### src/calc_defs.svh
`ifndef CALC_DEFS_SVH
`define CALC_DEFS_SVH

// Datapath widths.
`define WORD_WIDTH  32
`define DIGIT_WIDTH 8

// Stack memory, one word is kept free.
`define STACK_DEPTH 512
`define PTR_WIDTH   9

// Board inputs.
`define BTN_COUNT   4
`define SYNC_STAGES 3

`endif

### src/calcPkg.sv
`default_nettype none

package calcPkg;

    typedef enum logic [2:0] {
        OP_ADD  = 3'd0,
        OP_SUB  = 3'd1,
        OP_MUL  = 3'd2,
        OP_DIV  = 3'd3,
        OP_REM  = 3'd4,
        OP_POP  = 3'd5,
        OP_DUP  = 3'd6,
        OP_SWAP = 3'd7
    } opcode_t;

    typedef enum logic [4:0] {
        ST_IDLE,
        ST_PUSH,
        ST_EXTEND,
        ST_POP0, ST_POP1, ST_POP2,
        ST_DUP,
        ST_SWAP0, ST_SWAP1, ST_SWAP2, ST_SWAP3,
        ST_BIN0, ST_BIN1, ST_BIN2, ST_BIN3, ST_BIN4,
        ST_DIVIDE
    } ctrlState_t;

endpackage

`default_nettype wire

### src/stackController.sv
`default_nettype none
`include "calc_defs.svh"

module stackController
    import calcPkg::*;
(
    input  wire                     clk,
    input  wire                     stb,
    input  wire                     pushPress,
    input  wire                     extendPress,
    input  wire                     opPress,
    input  wire                     clearPress,
    input  wire [`DIGIT_WIDTH-1:0]  digit,
    input  var opcode_t             opcode,
    output logic                    ramWe,
    output logic [`PTR_WIDTH-1:0]   ramAddr,
    output logic [`WORD_WIDTH-1:0]  ramWdata,
    input  wire [`WORD_WIDTH-1:0]   ramRdata,
    output logic                    divStart,
    output logic [`WORD_WIDTH-1:0]  dividend,
    output logic [`WORD_WIDTH-1:0]  divisor,
    input  wire [`WORD_WIDTH-1:0]   quotient,
    input  wire [`WORD_WIDTH-1:0]   remainder,
    input  wire                     divDone,
    output logic [`PTR_WIDTH-1:0]   stackSize,
    output logic                    error,
    output logic [`WORD_WIDTH-1:0]  topValue
);
    localparam logic [`PTR_WIDTH-1:0] PTR_ONE  = `PTR_WIDTH'(1);
    localparam logic [`PTR_WIDTH-1:0] PTR_TWO  = `PTR_WIDTH'(2);
    localparam logic [`PTR_WIDTH-1:0] PTR_FULL = `PTR_WIDTH'(`STACK_DEPTH - 1);

    ctrlState_t                 state;
    ctrlState_t                 cmdState;
    logic                       cmdIllegal;
    opcode_t                    binOp;
    logic [`WORD_WIDTH-1:0]     topReg;  // Top of stack is mirrored in RAM.
    logic [`WORD_WIDTH-1:0]     extended;
    logic [`WORD_WIDTH-1:0]     digitWord;
    logic [`PTR_WIDTH-1:0]      sizeLess1;
    logic [`PTR_WIDTH-1:0]      sizeLess2;

    assign sizeLess1 = stackSize - PTR_ONE;
    assign sizeLess2 = stackSize - PTR_TWO;
    assign digitWord = {{(`WORD_WIDTH-`DIGIT_WIDTH){1'b0}}, digit};
    assign extended  = {topReg[`WORD_WIDTH-`DIGIT_WIDTH-1:0], digit};

    // Entry below the top comes straight from the RAM read port.
    assign dividend = ramRdata;
    assign divisor  = topReg;
    assign topValue = (stackSize == '0) ? '0 : topReg;

    //////////////////////////////////////////////////
    // Command decode and legality.
    //////////////////////////////////////////////////
    always_comb begin
        cmdState   = ST_IDLE;
        cmdIllegal = 1'b0;
        if (pushPress) begin
            cmdState   = ST_PUSH;
            cmdIllegal = stackSize == PTR_FULL;
        end else if (extendPress) begin
            cmdState   = ST_EXTEND;
            cmdIllegal = stackSize == '0;
        end else if (opPress) begin
            case (opcode)
                OP_POP: begin
                    cmdState   = ST_POP0;
                    cmdIllegal = stackSize == '0;
                end
                OP_DUP: begin
                    cmdState   = ST_DUP;
                    cmdIllegal = (stackSize == '0) || (stackSize == PTR_FULL);
                end
                OP_SWAP: begin
                    cmdState   = ST_SWAP0;
                    cmdIllegal = stackSize < PTR_TWO;
                end
                OP_DIV, OP_REM: begin
                    cmdState   = ST_BIN0;
                    cmdIllegal = (stackSize < PTR_TWO) || (topReg == '0);  // Zero divisor.
                end
                default: begin
                    cmdState   = ST_BIN0;
                    cmdIllegal = stackSize < PTR_TWO;
                end
            endcase
        end
    end

    //////////////////////////////////////////////////
    // Command sequencer.
    //////////////////////////////////////////////////
    always_ff @(posedge clk or posedge stb) begin
        if (stb) begin
            state     <= ST_IDLE;
            binOp     <= OP_ADD;
            topReg    <= '0;
            stackSize <= '0;
            error     <= 1'b0;
            ramWe     <= 1'b0;
            ramAddr   <= '0;
            ramWdata  <= '0;
            divStart  <= 1'b0;
        end else begin
            ramWe    <= 1'b0;
            divStart <= 1'b0;
            case (state)
                ST_IDLE: begin
                    if (clearPress) begin
                        stackSize <= '0;
                        topReg    <= '0;
                        error     <= 1'b0;
                    end else if (cmdState != ST_IDLE) begin
                        binOp <= opcode;
                        error <= cmdIllegal;
                        if (!cmdIllegal)
                            state <= cmdState;
                    end
                end
                ST_PUSH: begin
                    topReg    <= digitWord;
                    ramAddr   <= stackSize;
                    ramWdata  <= digitWord;
                    ramWe     <= 1'b1;
                    stackSize <= stackSize + PTR_ONE;
                    state     <= ST_IDLE;
                end
                ST_EXTEND: begin
                    topReg   <= extended;
                    ramAddr  <= sizeLess1;
                    ramWdata <= extended;
                    ramWe    <= 1'b1;
                    state    <= ST_IDLE;
                end
                ST_DUP: begin
                    ramAddr   <= stackSize;
                    ramWdata  <= topReg;
                    ramWe     <= 1'b1;
                    stackSize <= stackSize + PTR_ONE;
                    state     <= ST_IDLE;
                end
                ST_POP0: begin
                    stackSize <= sizeLess1;
                    ramAddr   <= sizeLess2;
                    state     <= (stackSize == PTR_ONE) ? ST_IDLE : ST_POP1;
                end
                ST_POP1: state <= ST_POP2;  // RAM read latency.
                ST_POP2: begin
                    topReg <= ramRdata;
                    state  <= ST_IDLE;
                end
                ST_SWAP0: begin
                    ramAddr <= sizeLess2;
                    state   <= ST_SWAP1;
                end
                ST_SWAP1: state <= ST_SWAP2;
                ST_SWAP2: begin
                    topReg   <= ramRdata;
                    ramWdata <= topReg;  // Old top goes below.
                    ramWe    <= 1'b1;
                    state    <= ST_SWAP3;
                end
                ST_SWAP3: begin
                    ramAddr  <= sizeLess1;
                    ramWdata <= topReg;
                    ramWe    <= 1'b1;
                    state    <= ST_IDLE;
                end
                ST_BIN0: begin
                    ramAddr <= sizeLess2;
                    state   <= ST_BIN1;
                end
                ST_BIN1: state <= ST_BIN2;
                ST_BIN2: begin
                    state <= ST_BIN3;
                    case (binOp)
                        OP_ADD: topReg <= ramRdata + topReg;
                        OP_SUB: topReg <= ramRdata - topReg;
                        OP_MUL: topReg <= ramRdata * topReg;
                        OP_DIV, OP_REM: begin
                            divStart <= 1'b1;
                            state    <= ST_DIVIDE;
                        end
                        default: state <= ST_IDLE;
                    endcase
                end
                ST_DIVIDE: begin
                    if (divDone)
                        state <= ST_BIN3;
                end
                ST_BIN3: begin
                    if (binOp == OP_DIV)
                        topReg <= quotient;
                    else if (binOp == OP_REM)
                        topReg <= remainder;
                    state <= ST_BIN4;
                end
                ST_BIN4: begin
                    ramAddr   <= sizeLess2;
                    ramWdata  <= topReg;
                    ramWe     <= 1'b1;
                    stackSize <= sizeLess1;
                    state     <= ST_IDLE;
                end
                default: state <= ST_IDLE;
            endcase
        end
    end

    // The last RAM word is never part of the stack.
    assert property (@(posedge clk) disable iff (stb) ramWe |-> ramAddr < PTR_FULL)
        else $error("stack write at address %0d", ramAddr);

    // A zero divisor is rejected before the divider starts.
    assert property (@(posedge clk) disable iff (stb) divStart |-> divisor != '0)
        else $error("divider started with a zero divisor");

endmodule

`default_nettype wire

### config.mk
export PLATFORM = sky130hd
export DESIGN_NAME = stackController
export DESIGN_NICKNAME = d
export VERILOG_FILES = /design/src/calcPkg.sv /design/src/stackController.sv
export VERILOG_INCLUDE_DIRS = /design/src /design/src/src
export SDC_FILE = /design/constraint.sdc
export NUM_CORES = 2
export LEC_CHECK = 0
export ABC_AREA = 1
export BUFFER_PORTS_ARGS = -buffer_cell sky130_fd_sc_hd__buf_2
export CORE_MARGIN = 4
export CORE_UTILIZATION = 60
export CTS_BUF_LIST = sky130_fd_sc_hd__clkbuf_4 sky130_fd_sc_hd__clkbuf_8
export DETAILED_ROUTE_END_ITERATION = 7
export PLACE_DENSITY = 0.93
export SKIP_CTS_REPAIR_TIMING = 1
export SYNTH_ARGS = -nofsm -noshare
export SYNTH_HDL_FRONTEND = slang
export SYNTH_SLANG_ARGS = --single-unit
### constraint.sdc
create_clock -name clk -period 18.15 [get_ports clk]
set_clock_uncertainty 0.1 [all_clocks]
set_input_delay 0 -clock clk [delete_from_list [all_inputs] [get_ports clk]]
set_output_delay 0 -clock clk [all_outputs]
set_load 0.005 [all_outputs]
==> metrics.cfg <==
[power_and_ir_drop]
power_frac_seq = 0.071
ir_drop_uv = 144
p_leak_nw = 17.0
swShare = 0.618
totalPowerFinal_mw = 4.95
power_frac_comb = 0.897
switchingPower_mw = 3.06
power_frac_clock = 0.032
power.internal_mw = 1.89
power_density_mw_per_mm2 = 180

[route]
ant_nets = 0
avgViaCountPerCell = 5.88
first_pass_iters = 6
wire_per_inst_um = 21.2
vias = 25604
drt-total-wl_um = 92300
drtIter0Drc = 2782
drc = 0

[layout]
fin_nets = 4495
utilization = 0.653
syn_to_final_growth_pct = 7.09
nFillCells = 3353
drive_gt1_frac = 0.0981
antenna_cells = 0

[status]
status = complete, but fails checks
violations = negative hold slack

[cts]
cts_buffer_depth = 2
clk_pin_slew_ns = 0.11
cts-root-buf = clkbuf_8
ctsHtreeMaxLevel = 3
clock_latency_ns = 0.42
cts_buffers = 9
clock_sinks = 93
cts_tree = built

[run]
drv_cap = 0

[timing]
fin_crit_ns = 7.73
setup_tns_ns = 0
slew_headroom = 0.164
finalMaxSlewViolations = 0
fin_crit_sh = 0.426
max_freq_mhz = 129
holdWs_ns = -0.0731
finalSetupViolCount = 0
finalHoldViolCount = 9
rsz0062_at_grt = false
tightestPinTransition_ns = 1.25

[floorplanning]
core_area_sq_mm = 0.0421
io_pins = 263
core.rowCount = 75
start_util = 0.609
chipWidth_um = 215
die_h_um = 215
dieArea_sq_mm = 0.0462

[setup_path]
slowest_stage = dfrtp_1
cpPeakStageDelay_ns = 0.84
critPathLaunchType = flip-flop
critPathMaxFanout = 24
critical_path.endpoint_type = flip-flop
crit_type = reg -> reg
worst_ep_arrival_time_ns = 7.97
cp_common_cell = fa_1
required_ns = 18.39

[logic_synthesis]
synth.distinct_cells = 63
netlist.area_leader.share = 0.319
syn_area_sq_mm = 0.0257
synth.most_common_cell = nand2_1
synth-seq-cells = 93
synthFlopType = dfrtp_1
synthTopCellsByCount = 1015 x nand2_1, 918 x inv_1, 409 x fa_1
syn-instance-count = 3673
syn_nets = 4360
syn-mean-instance-area_sq_um = 6.99
async_reset_ff_frac = 1.00
yosysTopAreaCell = fa_1
yosys_warnings = 0
synth.area.top_cells = fa_1 32%, nand2_1 15%, inv_1 13%, dfrtp_1 9.1%, ha_1 8.0%
synth_edf_count = 0
synth_seq_area_share = 0.0906

[placement]
place_congestion = 1.08
portBuffers = 262
post-dp-hpwl_um = 72100

[global_route]
first_global_vias = 26550
grt_max_degree = 66
globalRouteTotalUtil = 0.396
antenna_found_initial = 2
grt_overflow = 0
grt_pass1_wl_um = 143000

[worst_hold_path]
hold_path_class = in -> reg

-- layout by cell type, fill, tap and decap left out, drive strengths merged, types with 2 or more instances in the layout --
cell,netlist,layout
nand2,1016,1016
inv,926,928
fa,409,409
buf,96,306
nor2,198,198
o21ai,173,173
ha,164,164
a21oi,121,121
nand3,119,119
dfrtp,93,93
xor2,54,54
nor3,26,26
dlygate4sd3,0,22
xnor2,16,16
o211ai,16,16
nand4,16,16
a22oi,13,13
o2111ai,12,12
nand3b,11,11
nor4,11,11
clkbuf,108,10
a31oi,8,8
a221oi,8,8
a211oi,8,8
a21o,7,7
or2,7,7
a221o,6,6
o21a,4,4
o21bai,4,4
o311ai,3,3
clkinv,2,3
o221ai,2,2
o22ai,2,2
nand2b,2,2
a41oi,2,2
clkinvlp,0,2
-- power groups by stage --
stage | Clock, mW | Sequential (mW) | Combinational (mW)
finish | 0.160 | 0.350 | 4.44
global route | 0.165 | 0.355 | 4.92
CTS | 0.159 | 0.345 | 4.32
detailed placement | 0 | 0.347 | 4.25
global placement | 0 | 0.347 | 4.16
floorplan | 0 | 0.308 | 3.13
-- registers in the layout, indices dropped and copies added, names as in the netlist --
signal,flops
divisor,32
stackSize,9
error,1
state,5
divStart,1
binOp,3
ramWdata,32
ramAddr,9
ramWe,1
-- cells by family after synthesis --
logic type / Yosys count / share of synthesized area
AOI/OAI and AO/OA: 396 / 0.0907
xor gates and xnor gates: 70 / 0.0239
adders and majority gates: 573 / 0.399
buffers and inverters: 1132 / 0.172
DFF: 93 / 0.0906
muxes: 1 / 0.000390
and+or+nand+nor: 1408 / 0.223
-- path summary, 6_finish.rpt --
| path | depth (start not counted) | endpoint | start | slack (ns) |
|---|---|---|---|---|
| max | 27 | divisor[23] | divisor[3] | 10.42 |
| max reg2reg | 27 | divisor[23] | divisor[3] | 10.42 |
| min | 3 | binOp[0] | clearPress | -0.07 |
| min in group asynchronous | 3 | ramAddr[5] | stb | 0.01 |
| min reg2reg | 2 | ramAddr[1] | ramAddr[1] | 0.40 |
| max in group asynchronous | 4 | divisor[2] | stb | 16.65 |
-- area by class of cell --
class	count	area (sq um)	share of cell area
tap	539	674	0.0245
clock buffer	10	138	0.00501
sequential	93	2330	0.0846
multi-input combinational	2448	18900	0.689
timing repair buffer	328	1860	0.0677
clock inverter	6	70.1	0.00255
inverter	928	3490	0.127
-- stage by stage --
step / instances / instance area [sq um] / setup WS (ns)
after floorplan: 3673 / 25700 / 11.29
after global placement: 4314 / 27100 / 10.79
after detailed placement: 4314 / 27100 / 10.67
after CTS: 4330 / 27300 / 10.62
after global routing: 4352 / 27500 / 10.06
final: 4352 / 27500 / 10.42
-- metal layers --
| metal | vias to the layer above | track usage | routed length [um] |
|---|---|---|---|
| met5 | - | 0 | 15 |
| met4 | 2 | 0.274 | 7980 |
| met3 | 549 | 0.102 | 12600 |
| met2 | 2034 | 0.636 | 41400 |
| met1 | 11906 | 0.467 | 30300 |
| li1 | 11113 | - | - |
-- worst max-delay path, delay by kind of cell, from the launching register on --
kind	cells	cell delay (ns)
compound gates	4	0.93
simple gates	7	0.71
flops	1	0.84
fa+ha+maj	9	4.20
buf+inv	7	0.85
(Power assumes the default switching activity.)
