`config.mk`:
```
export PLATFORM = sky130hd
export DESIGN_NAME = buttonConditioner
export DESIGN_NICKNAME = d
export VERILOG_FILES = /design/src/calcPkg.sv /design/src/buttonConditioner.sv
export VERILOG_INCLUDE_DIRS = /design/src /design/src/src
export SDC_FILE = /design/constraint.sdc
export NUM_CORES = 1
export LEC_CHECK = 0
export BUFFER_PORTS_ARGS = -buffer_cell sky130_fd_sc_hd__buf_2
export CORE_ASPECT_RATIO = 0.7
export CORE_MARGIN = 1.5
export CORE_UTILIZATION = 50
export CTS_BUF_LIST = sky130_fd_sc_hd__clkbuf_4 sky130_fd_sc_hd__clkbuf_8 sky130_fd_sc_hd__clkbuf_16
export CTS_CLUSTER_DIAMETER = 50
export DETAILED_ROUTE_END_ITERATION = 6
export PLACE_DENSITY = 0.75
export SETUP_SLACK_MARGIN = 0.3
export SYNTH_ARGS = -nofsm -noshare
export SYNTH_HDL_FRONTEND = slang
export SYNTH_SLANG_ARGS = --single-unit
```
`constraint.sdc`:
```
create_clock -name clk -period 1.8 [get_ports clk]
set_input_delay 0.54 -clock clk [delete_from_list [all_inputs] [get_ports clk]]
set_output_delay 0.54 -clock clk [all_outputs]
set_load 0.05 [all_outputs]
```
`src/calc_defs.svh`:
```
`ifndef CALC_DEFS_SVH
`define CALC_DEFS_SVH

// Datapath widths.
`define WORD_WIDTH  32
`define DIGIT_WIDTH 8

// Stack memory, one word is kept free.
`define STACK_DEPTH 512
`define PTR_WIDTH   9

// Board inputs.
`define BTN_COUNT   4
`define SYNC_STAGES 3

`endif

```
`src/calcPkg.sv`:
```
`default_nettype none

package calcPkg;

    typedef enum logic [2:0] {
        OP_ADD  = 3'd0,
        OP_SUB  = 3'd1,
        OP_MUL  = 3'd2,
        OP_DIV  = 3'd3,
        OP_REM  = 3'd4,
        OP_POP  = 3'd5,
        OP_DUP  = 3'd6,
        OP_SWAP = 3'd7
    } opcode_t;

    typedef enum logic [4:0] {
        ST_IDLE,
        ST_PUSH,
        ST_EXTEND,
        ST_POP0, ST_POP1, ST_POP2,
        ST_DUP,
        ST_SWAP0, ST_SWAP1, ST_SWAP2, ST_SWAP3,
        ST_BIN0, ST_BIN1, ST_BIN2, ST_BIN3, ST_BIN4,
        ST_DIVIDE
    } ctrlState_t;

endpackage

`default_nettype wire

```
`src/buttonConditioner.sv`:
```
`default_nettype none
`include "calc_defs.svh"

module buttonConditioner
    import calcPkg::*;
(
    input  wire                     clk,
    input  wire                     stb,
    input  wire [`BTN_COUNT-1:0]    btn,
    input  wire [`DIGIT_WIDTH-1:0]  sw,
    output logic                    pushPress,
    output logic                    extendPress,
    output logic                    opPress,
    output logic                    clearPress,
    output logic [`DIGIT_WIDTH-1:0] digit,
    output opcode_t                 opcode
);
    localparam int IN_WIDTH = `BTN_COUNT + `DIGIT_WIDTH;

    localparam logic [`BTN_COUNT-1:0] PUSH_BTN   = 4'b0010;
    localparam logic [`BTN_COUNT-1:0] EXTEND_BTN = 4'b0100;
    localparam logic [`BTN_COUNT-1:0] OP_BTN     = 4'b1000;
    localparam logic [`BTN_COUNT-1:0] CLEAR_BTN  = 4'b1001;

    logic [`SYNC_STAGES-1:0][IN_WIDTH-1:0] syncChain;
    logic [`BTN_COUNT-1:0]                 syncBtn;
    logic [`DIGIT_WIDTH-1:0]               syncSw;
    logic [2:0]                            single;
    logic [2:0]                            pressSeen;  // Pattern already reported.

    assign syncBtn = syncChain[`SYNC_STAGES-1][`BTN_COUNT-1:0];
    assign syncSw  = syncChain[`SYNC_STAGES-1][IN_WIDTH-1:`BTN_COUNT];
    assign single  = {syncBtn == OP_BTN, syncBtn == EXTEND_BTN, syncBtn == PUSH_BTN};

    assign digit  = syncSw;
    assign opcode = opcode_t'(syncSw[2:0]);  // Opcode on switches 2..0.

    always_ff @(posedge clk or posedge stb) begin
        if (stb) begin
            syncChain <= '0;
            pressSeen <= '0;
            {opPress, extendPress, pushPress} <= '0;
            clearPress <= 1'b0;
        end else begin
            syncChain <= {syncChain[`SYNC_STAGES-2:0], {sw, btn}};
            {opPress, extendPress, pushPress} <= single & ~pressSeen;
            clearPress <= syncBtn == CLEAR_BTN;
            if (syncBtn == '0)
                pressSeen <= '0;  // Rearm once all buttons are released.
            else
                pressSeen <= pressSeen | single;
        end
    end

    // A held button gives a single-cycle pulse.
    assert property (@(posedge clk) disable iff (stb)
        !(|({pushPress, extendPress, opPress} & $past({pushPress, extendPress, opPress}))))
        else $error("press pulse held for more than one cycle");

endmodule

`default_nettype wire

```
==> results of run 1 <==
how the worst min path moves through the flow:
stage,start,to,slack [ns],cells after the start
floorplan,syncChain[16],digit[0],0.33,0
global placement,syncChain[2],syncChain[14],0.33,0
detailed placement,syncChain[0],syncChain[12],0.33,0
global route,stb,syncChain[15],0.22,2
CTS,stb,syncChain[3],0.22,2
finish,stb,syncChain[0],0.21,2
stage by stage:
| step | setup slack [ns] | instances | utilization (%) |
|---|---|---|---|
| 6_report | 0.344 | 122 | 64.4 |
| 5_1_grt | 0.281 | 122 | 64.4 |
| 4_1_cts | 0.294 | 122 | 63.1 |
| 3_5_place_dp | 0.655 | 116 | 61.1 |
| 3_3_place_gp | 0.690 | 116 | 61.1 |
| 2_1_floorplan | 0.674 | 66 | - |
cell usage after synthesis:
| cell type | count |
|---|---|
| dfrtp_1 | 43 |
| buf_4 | 11 |
| nor3_2 | 2 |
| o31ai_1 | 2 |
| and3b_1 | 1 |
| and3b_2 | 1 |
| inv_1 | 1 |
| mux2_1 | 1 |
| mux2_2 | 1 |
| nand2b_1 | 1 |
| nor3b_1 | 1 |
| nor4_1 | 1 |
metal layers:
metal	track usage, %	share of wire, %	vias to the layer above
met5	0	0	-
met4	8.00	0.97	0
met3	7.48	7.8	3
met2	20.2	51	24
met1	12.9	40	266
li1	-	-	249
flip-flops by register name, summed over array words and instances (netlist names):
signal	cells
opPress	1
syncChain	24
clearPress	1
pressSeen	3
extendPress	1
pushPress	1
digit	8
syncBtn	4
cells by family (layout without fill, tap and decap cells):
logic type / after synthesis / in the layout / synth area share (%)
simple gates: 7 / 7 / 4.67
compound gates: 2 / 2 / 1.19
mux: 2 / 2 / 1.79
buf+inv: 12 / 36 / 6.86
flops: 43 / 43 / 85.5
report_power, final:
part,internal [mW],switching [mW]
logic,0.0440,0.0880
registers,1.02,0.0231
clock network,0.154,0.252
total,1.22,0.363
layout make-up:
class,count,area [um2],share of cell area (%)
Clock buffer,6,45.0,3.10
Inverter,1,7.51,0.516
Multi-Input combinational cell,11,96.3,6.62
Sequential cell,43,1080,73.9
Tap cell,32,40.0,2.75
Timing Repair Buffer,29,190,13.1
repair_timing:
action | CTS | global route
resized for setup | 0 | 18
setup endpoints to repair | 2 | 12
setup buffers | 0 | 0
==> results.sh, run 1 <==
export IMPL_syn_inst=66
export IMPL_setup_viol=0
export IMPL_crit_path_cell_trace="buf_2"
export IMPL_die_area_um2=2830
export IMPL_endpoint_kind="primary output"
export IMPL_overflow=0
export IMPL_clk_pin_slew_ns=0.10
export IMPL_p_per_area_nw_per_um2=1090
export IMPL_maxCapViolations=0
export IMPL_cts_buffers=5
export IMPL_hold_class="primary input to async pin"
export IMPL_io_buffers=28
export IMPL_yosysTopAreaCellShare_pct=85.5
export IMPL_path_depth=1
export IMPL_clk_path_buf_depth=2
export IMPL_grt_pass1_vias=543
export IMPL_grt_pass1_wl_mm=2.34
export IMPL_cts_hold_buf=0
export IMPL_layout_common_cells="43 x dfrtp_1, 16 x buf_2, 12 x clkbuf_4, 6 x buf_4"
export IMPL_antenna_found_initial=0
export IMPL_crit_family="flip-flops"
export IMPL_worst_slew_pin_slew_ns=0.454
export IMPL_slew_viol_final=0
export IMPL_ys_ff_latch=43
export IMPL_crit_fanout=1
export IMPL_synth_cell_type_count=12
export IMPL_vias=542
export IMPL_endpoint="digit[7]"
export IMPL_timing_final_crit_share_pct=80.9
export IMPL_synth_warnings=0
export IMPL_die_y_um=45.0
export IMPL_crit_buf_inv=1
export IMPL_rsz0062_at_grt="true"
export IMPL_htree_levels=2
export IMPL_cp_arrival_ns=0.92
export IMPL_peakVddDrop_mv=0.567
export IMPL_grt_use_total_pct=12.6
export IMPL_ant_nets=0
export IMPL_fin_nets=105
export IMPL_r2r_slack_ns=0.65
export IMPL_synth_nets=80
export IMPL_power_total_mw=1.58
export IMPL_row_count=14
export IMPL_drc_errors=0
export IMPL_slowest_stage="dfrtp_1"
export IMPL_cts_tree="done"
export IMPL_start_util_pct=55.7
export IMPL_clock_latency_ns=0.33
export IMPL_clkSinkCount=43
export IMPL_die_width_um=63.0
export IMPL_synth_area_um2=1260
export IMPL_slew_headroom_pct=69.7
export IMPL_area_growth_syn_to_layout_pct=15.6
export IMPL_core_um2=2260
export IMPL_firstDrtPassIters=2
export IMPL_fin_crit_ns=1.46
export IMPL_worstReg2RegEnd="pressSeen[0]"
export IMPL_critPathLaunchType="flip-flop"
export IMPL_fillers=166
export IMPL_n_antenna_cell=0
export IMPL_dpl_instance_area_um2=1380
export IMPL_ff2ff_path_depth=2
export IMPL_fin_area_um2=1460
export IMPL_drt_iter0_markers=7
export IMPL_finalSetupTns_ns=0
export IMPL_layout_commonest_cell="dfrtp_1"
export IMPL_hold_violations=0
export IMPL_via_per_inst=4.44
export IMPL_status="finished, final reports clean"
export IMPL_worstSetupPathType="flip-flop to primary output"
export IMPL_max_stage_delay_ns=0.34
export IMPL_p_leak_nw=0.704
export IMPL_clock_root_buffer="clkbuf_4"
export IMPL_gp_congestion=0.680
export IMPL_syn_area_per_cell_um2=19.1
export IMPL_fmax_mhz=687
export IMPL_drive_above_1_share_pct=44.4
export IMPL_synth_area_leaders="dfrtp_1 85%, buf_4 6.6%, nor3_2 1.6%"
export IMPL_wirelength_mm=1.44
export IMPL_wire_per_inst_um=11.8
export IMPL_grt_max_degree=24
export IMPL_place_hpwl_mm=1.02
export IMPL_rr_startpoint="syncBtn[0]"
export IMPL_yosysTopAreaCell="dfrtp_1"
export IMPL_worstPathRequired_ns=1.26
export IMPL_startpoint="digit[7]"
export IMPL_ios=29
export IMPL_yosysSeqAreaShare_pct=85.5
export IMPL_whs_ns=0.208
export IMPL_clock_skew_ns=0.00523
Note: power is estimated with default switching activity, not from simulation.
==> inputs of run 2 (changes only) <==
- clock period: 1.8 -> 1.5 ns (I/O delays scaled with it)
==> results.sh, run 2 (synthesis results as in run 1) <==
export IMPL_worstSetupPathType="flip-flop to primary output"
export IMPL_wirelength_mm=1.55
export IMPL_crit_fanout=2
export IMPL_top_register="syncChain"
export IMPL_maxCapViolations=0
export IMPL_clkSinkCount=43
export IMPL_crit_path_cell_trace="buf_6"
export IMPL_crit_buf_inv=1
export IMPL_via_per_inst=4.40
export IMPL_largest_reg_flops=24
export IMPL_drt_iter0_markers=26
export IMPL_rsz0062_at_grt="true"
export IMPL_cts_buffers=5
export IMPL_worstPathRequired_ns=1.05
export IMPL_fin_nets=105
export IMPL_clk_path_buf_depth=2
export IMPL_fin_crit_ns=1.38
export IMPL_io_buffers=28
export IMPL_intPower_mw=1.69
export IMPL_grt_use_met2_pct=20.6
export IMPL_critPathLaunchType="flip-flop"
export IMPL_status="finished, final reports clean"
export IMPL_grt_pass1_vias=554
export IMPL_slowest_stage="dfrtp_1"
export IMPL_grt_use_total_pct=12.9
export IMPL_row_count=14
export IMPL_clkPwrFrac_pct=33.8
export IMPL_combPwrFrac_pct=8.0
export IMPL_seq_power_share_pct=58.2
export IMPL_grt_max_degree=44
export IMPL_cp_arrival_ns=0.93
export IMPL_core_um2=2260
export IMPL_clock_latency_ns=0.35
export IMPL_die_width_um=63.0
export IMPL_power_switching_uw=473
export IMPL_swShare_pct=21.9
export IMPL_grtUsageMet3_pct=9.23
export IMPL_crit_family="flip-flops"
export IMPL_p_leak_nw=0.743
export IMPL_cts_hold_buf=0
export IMPL_antenna_found_initial=0
export IMPL_slew_headroom_pct=81.3
export IMPL_clk_pin_slew_ns=0.11
export IMPL_slew_viol_final=0
export IMPL_timing_final_crit_share_pct=91.9
export IMPL_die_area_um2=2830
export IMPL_worst_slew_pin_slew_ns=0.277
export IMPL_endpoint_kind="primary output"
export IMPL_clock_skew_ns=0.00880
export IMPL_overflow=0
export IMPL_met1_usage_pct=12.8
export IMPL_final_cells=124
export IMPL_cts_tree="done"
export IMPL_top_usage_layer="met2"
export IMPL_htree_levels=2
export IMPL_start_util_pct=55.7
export IMPL_whs_ns=0.130
export IMPL_die_y_um=45.0
export IMPL_cts_setup_buffers=0
export IMPL_fillers=154
export IMPL_max_stage_delay_ns=0.42
export IMPL_path_depth=1
export IMPL_ios=29
export IMPL_setup_viol=0
export IMPL_gp_congestion=0.669
export IMPL_fmax_mhz=726
export IMPL_drive_above_1_share_pct=46.7
export IMPL_n_antenna_cell=0
export IMPL_multiInputGateArea_um2=96.3
export IMPL_p_per_area_nw_per_um2=1380
export IMPL_dp_cells=116
export IMPL_layout_commonest_cell="dfrtp_1"
export IMPL_hold_class="primary input to async pin"
export IMPL_clock_root_buffer="clkbuf_4"
export IMPL_grt_pass1_wl_mm=2.40
export IMPL_peakVddDrop_mv=0.730
export IMPL_ctsResizeCount=28
export IMPL_vias=545
export IMPL_hold_violations=0
export IMPL_ff2ff_path_depth=2
export IMPL_ant_nets=0
export IMPL_regArea_um2=1080
export IMPL_layout_common_cells="42 x dfrtp_1, 15 x buf_6, 13 x buf_2, 5 x clkbuf_4"
export IMPL_firstDrtPassIters=3
export IMPL_drc_errors=0
export IMPL_finalSetupTns_ns=0
export IMPL_area_growth_syn_to_layout_pct=24.1
export IMPL_wire_per_inst_um=12.5
## run 2: cell count changes in the layout (fill, tap and decap cells not counted), sizes merged
cell    delta
clkinv     +1
bufinv     +1
buf        +6
clkbuf     -6
## run 2: path summary, 6_finish.rpt
| kind | startpoint | end | slack [ns] |
|---|---|---|---|
| worst max-delay path | digit[1] | opcode[1] | 0.12 |
| max in group asynchronous | stb | syncBtn[1] | 1.16 |
| worst min-delay path | stb | syncChain[10] | 0.13 |
| worst max register to register | syncBtn[0] | pressSeen[0] | 0.36 |
| min in group clk | btn[1] | syncChain[1] | 0.20 |
| worst min register to register | syncChain[20] | digit[4] | 0.36 |
## run 2: per-layer routing
| layer | up-vias | routed length, um |
|---|---|---|
| met5 | - | 0 |
| met4 | 0 | 16 |
| met3 | 2 | 133 |
| met2 | 27 | 783 |
| met1 | 265 | 614 |
| li1 | 251 | - |
## run 2: stage by stage
stage | worst slack, ns | util [%] | instance area [um2] | power, mW
floorplan | 0.429 | - | 1260 | 1.39
global placement | 0.411 | 61.1 | 1380 | 1.42
detailed placement | 0.365 | 61.1 | 1380 | 1.43
CTS | 0.104 | 68.7 | 1550 | 2.19
global route | 0.0652 | 69.1 | 1560 | 2.26
finish | 0.122 | 69.1 | 1560 | 2.16
## run 2: power groups by stage
stage | combinational, mW | sequential, mW | clock (mW)
after global routing | 0.184 | 1.27 | 0.809
after CTS | 0.173 | 1.26 | 0.757
final | 0.173 | 1.26 | 0.729
after detailed placement | 0.153 | 1.28 | 0
after global placement | 0.149 | 1.27 | 0
after floorplan | 0.116 | 1.28 | 0
## run 2: cell type report
type                       instances  share of cell area (%)
sequential                        43                    69.0
tap                               32                    2.56
inverter                           1                   0.481
timing repair buffer              29                    16.3
clock inverter                     2                    2.24
clock buffer                       6                    3.29
multi-input combinational         11                    6.17
